<file path="config.mk">
export PLATFORM = sky130hd
export DESIGN_NAME = swu_top
export DESIGN_NICKNAME = d
export VERILOG_FILES = /design/src/hdl/swu_geom_pkg.sv /design/src/hdl/swu_stream_pkg.sv /design/src/hdl/swu_line_buffer.sv /design/src/hdl/swu_out_stage.sv /design/src/hdl/swu_top.sv /design/src/hdl/swu_window_seq.sv /design/src/hdl/swu_write_ctrl.sv
export VERILOG_INCLUDE_DIRS = /design/src /design/src/include
export SDC_FILE = /design/constraint.sdc
export NUM_CORES = 1
export LEC_CHECK = 0
export BUFFER_PORTS_ARGS = -buffer_cell sky130_fd_sc_hd__buf_2
export CORE_ASPECT_RATIO = 2
export CORE_MARGIN = 2
export CORE_UTILIZATION = 37
export DETAILED_ROUTE_END_ITERATION = 7
export SKIP_CTS_REPAIR_TIMING = 1
export SKIP_LAST_GASP = 1
export SLEW_MARGIN = 0
export SYNTH_ARGS = -nofsm -noshare
export SYNTH_HDL_FRONTEND = slang
export SYNTH_SLANG_ARGS = --single-unit
</file>
<file path="constraint.sdc">
create_clock -name clk -period 4.4 [get_ports clk]
set_input_delay 0.44 -clock clk [delete_from_list [all_inputs] [get_ports clk]]
set_output_delay 0.44 -clock clk [all_outputs]
set_load 0.005 [all_outputs]
</file>
<file path="src/include/swu_consts.svh">
`ifndef SWU_CONSTS_SVH
`define SWU_CONSTS_SVH

//////////////////////////////////////////////////
// stream word layout
//////////////////////////////////////////////////

`define SWU_SIMD        4
`define SWU_ELEM_BITS   4
`define SWU_WORD_BITS   (`SWU_SIMD * `SWU_ELEM_BITS)

//////////////////////////////////////////////////
// feature map and kernel geometry
//////////////////////////////////////////////////

`define SWU_IFM_CH      8
// words per pixel
`define SWU_EFF_CH      (`SWU_IFM_CH / `SWU_SIMD)
`define SWU_IFM_W       6
`define SWU_IFM_H       5
`define SWU_KERNEL      3
`define SWU_STRIDE      1

`define SWU_OFM_W       (((`SWU_IFM_W - `SWU_KERNEL) / `SWU_STRIDE) + 1)
`define SWU_OFM_H       (((`SWU_IFM_H - `SWU_KERNEL) / `SWU_STRIDE) + 1)

// line buffer holds kernel rows of one input row each
`define SWU_ROW_WORDS   (`SWU_IFM_W * `SWU_EFF_CH)
`define SWU_BUF_WORDS   (`SWU_KERNEL * `SWU_ROW_WORDS)

`endif

</file>
<file path="src/hdl/swu_geom_pkg.sv">
`include "swu_consts.svh"

package swu_geom_pkg;

   // input row, also counts completed rows so it must reach IFM_H
   typedef logic [$clog2(`SWU_IFM_H + 1)-1:0] in_row_t;

   // output pixel position
   typedef logic [$clog2(`SWU_OFM_H + 1)-1:0] out_row_t;
   typedef logic [$clog2(`SWU_OFM_W + 1)-1:0] out_col_t;

   // kernel row or column
   typedef logic [$clog2(`SWU_KERNEL + 1)-1:0] kidx_t;

   // word within one pixel
   typedef logic [$clog2(`SWU_EFF_CH + 1)-1:0] chan_t;

   // line buffer address and row slot
   typedef logic [$clog2(`SWU_BUF_WORDS)-1:0] buf_addr_t;
   typedef logic [$clog2(`SWU_KERNEL + 1)-1:0] slot_t;

endpackage

</file>
<file path="src/hdl/swu_stream_pkg.sv">
`include "swu_consts.svh"

package swu_stream_pkg;

   // one channel element
   typedef logic [`SWU_ELEM_BITS-1:0] elem_t;

   // SIMD elements side by side, element 0 in the low bits
   typedef elem_t [`SWU_SIMD-1:0] word_t;

endpackage

</file>
<file path="src/hdl/swu_line_buffer.sv">
`timescale 1ns/1ps
`include "swu_consts.svh"

module swu_line_buffer #(
   parameter int DEPTH = `SWU_BUF_WORDS
) (
   input  logic                    clk,
   input  logic                    wr_en_i,
   input  swu_geom_pkg::buf_addr_t wr_addr_i,
   input  swu_stream_pkg::word_t   wr_data_i,
   input  logic                    rd_en_i,
   input  swu_geom_pkg::buf_addr_t rd_addr_i,
   output swu_stream_pkg::word_t   rd_data_o,
   output logic                    rd_valid_o
);

   swu_stream_pkg::word_t mem [DEPTH];

   always_ff @(posedge clk) begin
      if (wr_en_i) begin
         mem[wr_addr_i] <= wr_data_i;
      end
   end

   // registered read port, data and valid line up
   always_ff @(posedge clk) begin
      if (rd_en_i) begin
         rd_data_o <= mem[rd_addr_i];
      end
   end

   always_ff @(posedge clk) begin
      rd_valid_o <= rd_en_i;
   end

   // writer and reader always sit in different rows of the window
   assert property (@(posedge clk)
      (wr_en_i && rd_en_i) |-> (wr_addr_i != rd_addr_i))
      else $error("read and write collide at address %0d", wr_addr_i);

endmodule

</file>
<file path="src/hdl/swu_out_stage.sv">
`timescale 1ns/1ps
`include "swu_consts.svh"

module swu_out_stage (
   input  logic                  clk,
   input  logic                  resetn,
   input  logic                  rd_valid_i,
   input  swu_stream_pkg::word_t rd_data_i,
   output logic                  space_o,
   output swu_stream_pkg::word_t out_data_o,
   output logic                  out_valid_o,
   input  logic                  out_ready_i
);

   swu_stream_pkg::word_t q_mem [2];
   logic                  wr_ptr;
   logic                  rd_ptr;
   logic [1:0]            count;
   logic                  push;
   logic                  pop;

   assign push = rd_valid_i;
   assign pop  = out_valid_o && out_ready_i;

   assign out_valid_o = (count != 2'd0);
   assign out_data_o  = q_mem[rd_ptr];

   // a read in flight already owns one entry
   assign space_o = ({1'b0, count} + {2'b00, rd_valid_i}) < 3'd2;

   //////////////////////////////////////////////////
   // queue storage
   //////////////////////////////////////////////////

   always_ff @(posedge clk) begin
      if (push) begin
         q_mem[wr_ptr] <= rd_data_i;
      end
   end

   //////////////////////////////////////////////////
   // pointers and fill level
   //////////////////////////////////////////////////

   always_ff @(posedge clk) begin
      if (!resetn) begin
         wr_ptr <= 1'b0;
         rd_ptr <= 1'b0;
         count  <= 2'd0;
      end else begin
         if (push) begin
            wr_ptr <= ~wr_ptr;
         end
         if (pop) begin
            rd_ptr <= ~rd_ptr;
         end
         case ({push, pop})
            2'b10:   count <= count + 2'd1;
            2'b01:   count <= count - 2'd1;
            default: count <= count;
         endcase
      end
   end

   // space was checked a cycle before the word arrives
   assert property (@(posedge clk) disable iff (!resetn)
      rd_valid_i |-> (count < 2'd2))
      else $error("read word arrived at a full output queue");

endmodule

</file>
<file path="src/hdl/swu_top.sv">
`timescale 1ns/1ps
`include "swu_consts.svh"

module swu_top (
   input  logic                  clk,
   input  logic                  resetn,
   input  swu_stream_pkg::word_t in_data_i,
   input  logic                  in_valid_i,
   output logic                  in_ready_o,
   output swu_stream_pkg::word_t out_data_o,
   output logic                  out_valid_o,
   input  logic                  out_ready_i
);

   logic                    wr_en;
   swu_geom_pkg::buf_addr_t wr_addr;
   swu_geom_pkg::in_row_t   rows_done;
   swu_geom_pkg::in_row_t   base_row;
   logic                    frame_done;
   logic                    rd_en;
   swu_geom_pkg::buf_addr_t rd_addr;
   swu_stream_pkg::word_t   rd_data;
   logic                    rd_valid;
   logic                    space;

   //////////////////////////////////////////////////
   // write side
   //////////////////////////////////////////////////

   swu_write_ctrl swu_write_ctrl_inst (
      .clk          (clk),
      .resetn       (resetn),
      .in_valid_i   (in_valid_i),
      .in_ready_o   (in_ready_o),
      .base_row_i   (base_row),
      .frame_done_i (frame_done),
      .wr_en_o      (wr_en),
      .wr_addr_o    (wr_addr),
      .rows_done_o  (rows_done)
   );

   swu_line_buffer #(
      .DEPTH (`SWU_BUF_WORDS)
   ) swu_line_buffer_inst (
      .clk        (clk),
      .wr_en_i    (wr_en),
      .wr_addr_i  (wr_addr),
      .wr_data_i  (in_data_i),
      .rd_en_i    (rd_en),
      .rd_addr_i  (rd_addr),
      .rd_data_o  (rd_data),
      .rd_valid_o (rd_valid)
   );

   //////////////////////////////////////////////////
   // read side
   //////////////////////////////////////////////////

   swu_window_seq swu_window_seq_inst (
      .clk          (clk),
      .resetn       (resetn),
      .rows_done_i  (rows_done),
      .space_i      (space),
      .rd_en_o      (rd_en),
      .rd_addr_o    (rd_addr),
      .base_row_o   (base_row),
      .frame_done_o (frame_done)
   );

   swu_out_stage swu_out_stage_inst (
      .clk         (clk),
      .resetn      (resetn),
      .rd_valid_i  (rd_valid),
      .rd_data_i   (rd_data),
      .space_o     (space),
      .out_data_o  (out_data_o),
      .out_valid_o (out_valid_o),
      .out_ready_i (out_ready_i)
   );

endmodule

</file>
<file path="src/hdl/swu_window_seq.sv">
`timescale 1ns/1ps
`include "swu_consts.svh"

module swu_window_seq (
   input  logic                    clk,
   input  logic                    resetn,
   input  swu_geom_pkg::in_row_t   rows_done_i,
   input  logic                    space_i,
   output logic                    rd_en_o,
   output swu_geom_pkg::buf_addr_t rd_addr_o,
   output swu_geom_pkg::in_row_t   base_row_o,
   output logic                    frame_done_o
);

   swu_geom_pkg::chan_t    ch;
   swu_geom_pkg::kidx_t    kw;
   swu_geom_pkg::kidx_t    kh;
   swu_geom_pkg::out_col_t ox;
   swu_geom_pkg::out_row_t oy;
   swu_geom_pkg::slot_t    base_slot;
   swu_geom_pkg::slot_t    rd_slot;
   swu_geom_pkg::slot_t    base_slot_nxt;
   swu_geom_pkg::slot_t    rd_slot_inc;
   swu_geom_pkg::in_row_t  need_row;
   logic                   last_ch;
   logic                   last_kw;
   logic                   last_kh;
   logic                   last_ox;
   logic                   last_oy;
   int unsigned            addr_full;

   //////////////////////////////////////////////////
   // row availability
   //////////////////////////////////////////////////

   assign base_row_o = swu_geom_pkg::in_row_t'(oy * `SWU_STRIDE);
   assign need_row   = swu_geom_pkg::in_row_t'(base_row_o + kh);

   assign rd_en_o = space_i && (need_row < rows_done_i);

   assign last_ch = (ch == `SWU_EFF_CH - 1);
   assign last_kw = (kw == `SWU_KERNEL - 1);
   assign last_kh = (kh == `SWU_KERNEL - 1);
   assign last_ox = (ox == `SWU_OFM_W - 1);
   assign last_oy = (oy == `SWU_OFM_H - 1);

   assign frame_done_o = rd_en_o && last_ch && last_kw && last_kh && last_ox && last_oy;

   //////////////////////////////////////////////////
   // read address
   //////////////////////////////////////////////////

   assign addr_full = rd_slot * `SWU_ROW_WORDS
                    + (ox * `SWU_STRIDE + kw) * `SWU_EFF_CH + ch;
   assign rd_addr_o = swu_geom_pkg::buf_addr_t'(addr_full);

   assign rd_slot_inc = (rd_slot == `SWU_KERNEL - 1) ? '0 : rd_slot + 1'b1;

   // slot of the first window row once the output row advances by stride
   always_comb begin
      int unsigned nxt;
      nxt = base_slot + (`SWU_STRIDE % `SWU_KERNEL);
      if (nxt >= `SWU_KERNEL) begin
         nxt = nxt - `SWU_KERNEL;
      end
      base_slot_nxt = swu_geom_pkg::slot_t'(nxt);
   end

   //////////////////////////////////////////////////
   // window loop, channel word fastest
   //////////////////////////////////////////////////

   always_ff @(posedge clk) begin
      if (!resetn) begin
         ch        <= '0;
         kw        <= '0;
         kh        <= '0;
         ox        <= '0;
         oy        <= '0;
         base_slot <= '0;
         rd_slot   <= '0;
      end else if (rd_en_o) begin
         if (!last_ch) begin
            ch <= ch + 1'b1;
         end else begin
            ch <= '0;
            if (!last_kw) begin
               kw <= kw + 1'b1;
            end else begin
               kw <= '0;
               if (!last_kh) begin
                  kh      <= kh + 1'b1;
                  rd_slot <= rd_slot_inc;
               end else begin
                  kh <= '0;
                  if (!last_ox) begin
                     // next window starts again at the top row
                     ox      <= ox + 1'b1;
                     rd_slot <= base_slot;
                  end else begin
                     ox <= '0;
                     if (!last_oy) begin
                        oy        <= oy + 1'b1;
                        base_slot <= base_slot_nxt;
                        rd_slot   <= base_slot_nxt;
                     end else begin
                        // frame end, writer restarts at slot 0 as well
                        oy        <= '0;
                        base_slot <= '0;
                        rd_slot   <= '0;
                     end
                  end
               end
            end
         end
      end
   end

   assert property (@(posedge clk) disable iff (!resetn)
      rd_en_o |-> (addr_full < `SWU_BUF_WORDS))
      else $error("read address %0d beyond line buffer", addr_full);

endmodule

</file>
<file path="src/hdl/swu_write_ctrl.sv">
`timescale 1ns/1ps
`include "swu_consts.svh"

module swu_write_ctrl (
   input  logic                    clk,
   input  logic                    resetn,
   input  logic                    in_valid_i,
   output logic                    in_ready_o,
   input  swu_geom_pkg::in_row_t   base_row_i,
   input  logic                    frame_done_i,
   output logic                    wr_en_o,
   output swu_geom_pkg::buf_addr_t wr_addr_o,
   output swu_geom_pkg::in_row_t   rows_done_o
);

   localparam int COL_BITS = $clog2(`SWU_IFM_W + 1);

   swu_geom_pkg::chan_t   ch;
   logic [COL_BITS-1:0]   col;
   swu_geom_pkg::in_row_t row;
   swu_geom_pkg::slot_t   slot;
   logic                  last_ch;
   logic                  last_col;
   int unsigned           row_limit;

   //////////////////////////////////////////////////
   // acceptance
   //////////////////////////////////////////////////

   // the window only needs rows base_row .. base_row+K-1 resident
   assign row_limit  = int'(base_row_i) + `SWU_KERNEL;
   assign in_ready_o = (row < `SWU_IFM_H) && (row < row_limit);
   assign wr_en_o    = in_valid_i && in_ready_o;

   // row being written equals the number of rows already complete
   assign rows_done_o = row;

   assign last_ch  = (ch == `SWU_EFF_CH - 1);
   assign last_col = (col == `SWU_IFM_W - 1);

   // slot picks the buffer row, col and ch the word inside it
   assign wr_addr_o = swu_geom_pkg::buf_addr_t'(slot * `SWU_ROW_WORDS
                                                + col * `SWU_EFF_CH + ch);

   //////////////////////////////////////////////////
   // position counters
   //////////////////////////////////////////////////

   always_ff @(posedge clk) begin
      if (!resetn || frame_done_i) begin
         ch   <= '0;
         col  <= '0;
         row  <= '0;
         slot <= '0;
      end else if (wr_en_o) begin
         if (!last_ch) begin
            ch <= ch + 1'b1;
         end else begin
            ch <= '0;
            if (!last_col) begin
               col <= col + 1'b1;
            end else begin
               col <= '0;
               row <= row + 1'b1;
               // wrap at kernel rows
               if (slot == `SWU_KERNEL - 1) begin
                  slot <= '0;
               end else begin
                  slot <= slot + 1'b1;
               end
            end
         end
      end
   end

   // rows still needed by the sequencer must never be overwritten
   assert property (@(posedge clk) disable iff (!resetn)
      int'(row) <= int'(base_row_i) + `SWU_KERNEL)
      else $error("writer at row %0d ran past base row %0d", row, base_row_i);

endmodule

</file>
==> impl_metrics.env, run 1 <==
export IMPL_combPwrFrac=0.017
export IMPL_max_stage_delay_ps=780
export IMPL_vias=12900
export IMPL_routed_wirelength_um=61600
export IMPL_drv_cap=0
export IMPL_hp_class="primary input to flop"
export IMPL_crit_arrival_ps=4150
export IMPL_clkPwrFrac=0.423
export IMPL_coreArea_mm2=0.0694
export IMPL_grt_ovfl_total=0
export IMPL_power_switching_share=0.195
export IMPL_ys_warnings_count=0
export IMPL_cts_clk_slew_worst_paths_ps=70
export IMPL_port_buffers=37
export IMPL_ys_seq_area_frac=0.750
export IMPL_slowest_stage="fa_2"
export IMPL_fin_setup_tns_ps=0
export IMPL_fin_crit_sh=0.862
export IMPL_cp_start_kind="flop"
export IMPL_final_seq_area_mm2=0.0194
export IMPL_cts_tree="done"
export IMPL_grt_max_degree=52
export IMPL_die_x_um=191
export IMPL_ys_flop_type="edfxtp_1"
export IMPL_crit_path_max_fanout=32
export IMPL_grt_pass1_wl_um=89600
export IMPL_path_cells="ha_1 > inv_1 > fa_1 > fa_2 > nor2_2 > buf_4 > a22oi_1 > a31oi_1 > o31a_1"
export IMPL_synthArstFlopShare=0
export IMPL_clock_latency_ps=620
export IMPL_grt_use_total=0.173
export IMPL_io_pins=38
export IMPL_cp_required_ps=4760
export IMPL_end_kind="flop"
export IMPL_switchingPower_uw=2390
export IMPL_utilization=0.422
export IMPL_ir_drop_mv=0.398
export IMPL_fin_cells=2345
export IMPL_drtPass1Iterations=5
export IMPL_h_tree_depth=2
export IMPL_drt_iter0_drc=1263
export IMPL_die_area_mm2=0.0720
export IMPL_die_height_um=377
export IMPL_path_class="flop to flop"
export IMPL_synth_nets=1347
export IMPL_synthDistinctLibCells=51
export IMPL_first_global_vias=13200
export IMPL_cts_num_sinks=655
export IMPL_maxSlewViolCount=0
export IMPL_syn2layout_area_growth_pct=13.6
export IMPL_synthCells=1294
export IMPL_finalSetupViolCount=0
export IMPL_n_fill_cell=6057
export IMPL_synth_enable_flop_cells=624
export IMPL_p_total_uw=12300
export IMPL_fmax_mhz=264
export IMPL_clockRootBuffer="clkbuf_16"
export IMPL_synthesis_area_mm2=0.0258
export IMPL_rsz0062_at_grt="false"
export IMPL_gp_congestion=0.820
export IMPL_finalHoldViolations=0
export IMPL_p_int_uw=9870
export IMPL_synth_seq_cells=655
export IMPL_via_per_inst=5.52
export IMPL_slew_headroom=0.345
export IMPL_leakage_uw=0.00903
export IMPL_status="finished, final reports clean"
export IMPL_worstMarginPinSlew_ps=982
export IMPL_numCtsBuffers=57
export IMPL_post_drt_wl_per_cell_um=26.3
export IMPL_dp_cells=2237
export IMPL_drive_gt1_frac=0.249
export IMPL_pre_cts_slack_ps=665
export IMPL_pwr_share_seq=0.559
export IMPL_finalWorstSetupSlack_ps=606
export IMPL_drc=0
export IMPL_skew_ps=24.4
export IMPL_clock_path_buffers=3
export IMPL_fin_crit_ps=3790
export IMPL_syn_avg_cell_area_um2=19.9
export IMPL_num_rows=137
export IMPL_start_util=0.372
export IMPL_nets=1446
export IMPL_dp_final_hpwl_um=38900
export IMPL_power_density_mw_per_mm2=418
export IMPL_ant_nets=0
export IMPL_antenna_found_initial=0
export IMPL_antennaDiodeCount=0
export IMPL_multi_input_area_mm2=0.00607
## flip-flops by register name, summed over array words and instances, names as in the netlist, 2 cells and up, named ones only
signal / count
swu_write_ctrl_inst.slot: 2
swu_window_seq_inst.oy: 2
swu_write_ctrl_inst.ch: 2
swu_window_seq_inst.ch: 2
swu_window_seq_inst.base_slot: 2
swu_window_seq_inst.kh: 2
swu_write_ctrl_inst.rows_done_o: 3
swu_line_buffer_inst.mem: 576
swu_window_seq_inst.rd_slot: 2
swu_line_buffer_inst.rd_data_o: 16
swu_window_seq_inst.ox: 3
swu_out_stage_inst.count: 2
swu_out_stage_inst.q_mem: 32
swu_write_ctrl_inst.col: 3
swu_window_seq_inst.kw: 2
## cells in the final DEF (no fill, tap or decap), types with 9 or more instances in the layout
| master | count |
|---|---|
| dfxtp_1 | 30 |
| clkinv_1 | 16 |
| edfxtp_1 | 624 |
| bufinv_16 | 10 |
| a21oi_1 | 16 |
| ha_1 | 28 |
| xnor2_1 | 9 |
| nor2_1 | 45 |
| inv_1 | 22 |
| or3_1 | 23 |
| clkbuf_16 | 57 |
| mux2_2 | 16 |
| nand2_1 | 30 |
| nor2b_1 | 11 |
| buf_2 | 37 |
| nand3_1 | 65 |
| a22oi_1 | 31 |
| o31a_1 | 15 |
| o21ai_0 | 13 |
| a31oi_1 | 31 |
| buf_4 | 59 |
| mux4_2 | 144 |
## final timing paths
| kind | from | cells past startpoint | slack [ps] | endpoint |
|---|---|---|---|---|
| worst max register to register | swu_window_seq_inst.kw[0] | 9 | 610 | swu_line_buffer_inst.rd_data_o[7] |
| worst min-delay path | resetn | 2 | 270 | swu_window_seq_inst.kh[1] |
| worst max-delay path | swu_window_seq_inst.kw[0] | 9 | 610 | swu_line_buffer_inst.rd_data_o[7] |
| worst min register to register | swu_line_buffer_inst.rd_data_o[5] | 0 | 470 | swu_out_stage_inst.q_mem[1][5] |
## critical path: cells and delay by family, from the launching register on
kind / cells / cell delay [ps]
flip-flops: 1 / 420
buffers and inverters: 2 / 330
AO/OA/AOI/OAI: 3 / 1250
AND/OR/NAND/NOR: 1 / 70
adder cells (fa/ha/maj): 3 / 1470
## layer usage
metal  vias to the layer above  global-route usage  wire length (um)
met2                       472               0.293             31400
met1                      6832               0.227             24600
met3                       110              0.0200              3190
li1                       5524                   -                 -
met4                         0              0.0664              2410
met5                         -                   0                 0
## final cells by class
class	instances	area share
clock buffers	65	0.0497
clock inverters	43	0.0166
inverters	22	0.00282
multi-input cells	556	0.207
flip-flops and latches	655	0.660
well taps	903	0.0385
repair buffers	101	0.0248
## power by group through the flow
stage,clock (uW),combinational (uW),sequential (uW)
after floorplan,0,63.1,6990
after global placement,0,209,6990
after detailed placement,0,218,6990
after CTS,5300,219,6860
after global routing,5530,230,6850
final,5190,214,6860
## per-stage QoR
| step | cell area [um2] | hold WS [ps] |
|---|---|---|
| 6_report | 29300 | 271 |
| 5_1_grt | 29300 | 277 |
| 4_1_cts | 29300 | 244 |
| 3_5_place_dp | 27400 | 453 |
| 3_3_place_gp | 27400 | 431 |
| 2_1_floorplan | 25800 | 421 |
## synth_stat cells (9+ instances only)
master,number,area share
nor2_1,47,0.0068
ha_1,29,0.014
a31oi_1,31,0.0075
clkbuf_1,33,0.0048
edfxtp_1,624,0.73
nand3_1,65,0.013
inv_1,22,0.0032
buf_6,9,0.0039
nand2_1,30,0.0044
or3_1,23,0.0056
nor2b_1,11,0.0027
o21ai_0,13,0.0025
a21oi_1,16,0.0031
a22oi_1,31,0.0090
xnor2_1,10,0.0034
dfxtp_1,31,0.024
mux4_2,144,0.13
buf_2,12,0.0023
o31a_1,15,0.0051
mux2_2,16,0.0070
## cells by family (layout without fill, tap and decap cells)
logic type,Yosys count,count (layout),share of synthesized area
and+or+nand+nor,211,211,0.0414
xor gates and xnor gates,16,16,0.00543
AOI/OAI and AO/OA,129,129,0.0345
DFF,655,655,0.750
buffers and inverters,83,231,0.0159
muxes,167,167,0.135
adders and majority gates,33,33,0.0172
(Power assumes the default switching activity.)
==> run 2, diff against run 1 <==
--- a/config.mk
+++ b/config.mk
@@ -7,11 +7,13 @@
 export NUM_CORES = 1
 export LEC_CHECK = 0
 export BUFFER_PORTS_ARGS = -buffer_cell sky130_fd_sc_hd__buf_2
+export CELL_PAD_IN_SITES_DETAIL_PLACEMENT = 1
+export CELL_PAD_IN_SITES_GLOBAL_PLACEMENT = 2
 export CORE_ASPECT_RATIO = 2
 export CORE_MARGIN = 2
 export CORE_UTILIZATION = 37
 export DETAILED_ROUTE_END_ITERATION = 7
-export SKIP_CTS_REPAIR_TIMING = 1
+export PLACE_DENSITY_LB_ADDON = 0.1
 export SKIP_LAST_GASP = 1
 export SLEW_MARGIN = 0
 export SYNTH_ARGS = -nofsm -noshare
==> run 2 against run 1 <==
Effect of this change: setup slack worse by 410 ps; clock-buffer cell count up 4; hold slack worse by 7.9 ps; sequential power about the same; core utilization down 0.063 points; maximum frequency down 9.6%; global-route usage up 2.2 points; final cell count down 0.21%; power down 0.15%; clock power about the same; first-iteration DRC count down 30%; die area unchanged; largest cell class unchanged.
==> impl_metrics.env, run 2 (same netlist as run 1, synthesis figures left out) <==
export IMPL_cp_required_ps=4780
export IMPL_via_per_inst=5.37
export IMPL_clock_latency_ps=640
export IMPL_maxSlewViolCount=0
export IMPL_top_register="swu_line_buffer_inst.mem"
export IMPL_dp_final_hpwl_um=43500
export IMPL_fin_setup_tns_ps=0
export IMPL_io_pins=38
export IMPL_leakage_uw=0.00900
export IMPL_pre_cts_slack_ps=296
export IMPL_power_density_mw_per_mm2=418
export IMPL_die_height_um=377
export IMPL_n_fill_cell=6605
export IMPL_drt_iter0_drc=880
export IMPL_nets=1442
export IMPL_ant_nets=0
export IMPL_postCtsSetupBuffers=0
export IMPL_routed_wirelength_um=68100
export IMPL_num_rows=137
export IMPL_numCtsBuffers=58
export IMPL_hp_class="primary input to flop"
export IMPL_max_stage_delay_ps=960
export IMPL_cts_hold_fix_buffers=0
export IMPL_fmax_mhz=238
export IMPL_finalWorstSetupSlack_ps=201
export IMPL_reg_largest_list="swu_line_buffer_inst.mem (576), swu_out_stage_inst.q_mem (32), swu_line_buffer_inst.rd_data_o (16)"
export IMPL_final_common_cell="edfxtp_1"
export IMPL_first_global_vias=13700
export IMPL_grt_ovfl_total=0
export IMPL_cts_resized=0
export IMPL_multi_input_area_mm2=0.00609
export IMPL_cts_num_sinks=655
export IMPL_finalSetupViolCount=0
export IMPL_fin_crit_ps=4200
export IMPL_path_cells="ha_1 > inv_1 > fa_1 > fa_2 > nor2_2 > buf_4 > a22oi_1 > a31oi_1 > o31a_1"
export IMPL_syn2layout_area_growth_pct=13.5
export IMPL_ir_drop_mv=0.338
export IMPL_end_kind="flop"
export IMPL_path_class="flop to flop"
export IMPL_port_buffers=37
export IMPL_crit_arrival_ps=4580
export IMPL_vias=12600
export IMPL_clockRootBuffer="clkbuf_16"
export IMPL_clock_path_buffers=3
export IMPL_worstMarginPinSlew_ps=1140
export IMPL_grt_pass1_wl_um=98800
export IMPL_cts_clk_slew_worst_paths_ps=70
export IMPL_final_seq_area_mm2=0.0194
export IMPL_grt_max_degree=49
export IMPL_slowest_stage="a22oi_1"
export IMPL_finalHoldViolations=0
export IMPL_gp_congestion=0.767
export IMPL_die_x_um=191
export IMPL_largest_register_ffs=576
export IMPL_final_cell_mix="edfxtp_1 (624), mux4_2 (144), nand3_1 (65)"
export IMPL_h_tree_depth=2
export IMPL_critPathTopFamily="adder cells"
export IMPL_antennaDiodeCount=0
export IMPL_cp_start_kind="flop"
export IMPL_critical_path_buf_inv_count=2
export IMPL_cts_tree="done"
export IMPL_die_area_mm2=0.0720
export IMPL_drv_cap=0
export IMPL_crit_path_max_fanout=32
export IMPL_start_util=0.372
export IMPL_post_drt_wl_per_cell_um=29.1
export IMPL_fin_crit_sh=0.954
export IMPL_drive_gt1_frac=0.251
export IMPL_slew_headroom=0.239
export IMPL_status="finished, final reports clean"
export IMPL_grt_use_total=0.195
export IMPL_rsz0062_at_grt="false"
export IMPL_antenna_found_initial=3
export IMPL_coreArea_mm2=0.0694
export IMPL_skew_ps=26.8
export IMPL_drtPass1Iterations=4
export IMPL_drc=0
run 2: cell count changes in the layout (fill, tap and decap cells not counted), sizes merged:
cell      previous run  this run
clkinvlp             5         2
buf                101        96
bufinv              10         8
clkinv              25        26
clkbuf              65        69
run 2: report_power, final:
part / internal, uW / switching [uW]
registers: 6850 / 7.79
logic: 47.9 / 170
clock network: 2900 / 2280
run 2: layout make-up:
| class | count | share of cell area |
|---|---|---|
| sequential | 655 | 0.661 |
| multi-input combinational | 556 | 0.208 |
| clock buffer | 69 | 0.0510 |
| tap | 903 | 0.0386 |
| timing repair buffer | 96 | 0.0240 |
| clock inverter | 39 | 0.0141 |
| inverter | 22 | 0.00282 |
run 2: routing by layer:
metal / share of wire / global-route usage / up-vias / wire length (um)
li1: - / - / 5503 / -
met1: 0.40 / 0.242 / 6722 / 27600
met2: 0.52 / 0.338 / 229 / 35300
met3: 0.033 / 0.0298 / 111 / 2280
met4: 0.044 / 0.0841 / 4 / 3000
met5: 0.00032 / 0 / - / 22
run 2: stage by stage:
step                power (uW)  area [um2]  std cells  utilization  hold slack (ps)
floorplan                 7050       25800       1294            -              421
global placement          7200       27400       2232        0.394              471
detailed placement        7220       27400       2232        0.394              485
CTS                      12400       29300       2340        0.422              231
global route             12600       29300       2340        0.422              274
finish                   12200       29300       2340        0.422              263
run 2: path summary, 6_finish.rpt:
check,from,to,slack (ps),cells past startpoint
worst max-delay path,swu_window_seq_inst.kw[0],swu_line_buffer_inst.rd_data_o[10],200,9
worst min-delay path,resetn,swu_out_stage_inst.wr_ptr,260,2
worst max register to register,swu_window_seq_inst.kw[0],swu_line_buffer_inst.rd_data_o[10],200,9
worst min register to register,swu_window_seq_inst.ox[0],swu_window_seq_inst.ox[0],490,2
run 2: worst reg2reg max path: stages, from the launching register on:
cell     delay, ps
dfxtp_1        410
ha_1           200
inv_1           50
fa_1           500
fa_2           900
nor2_2          90
buf_4          290
a22oi_1        980
a31oi_1        250
o31a_1         290
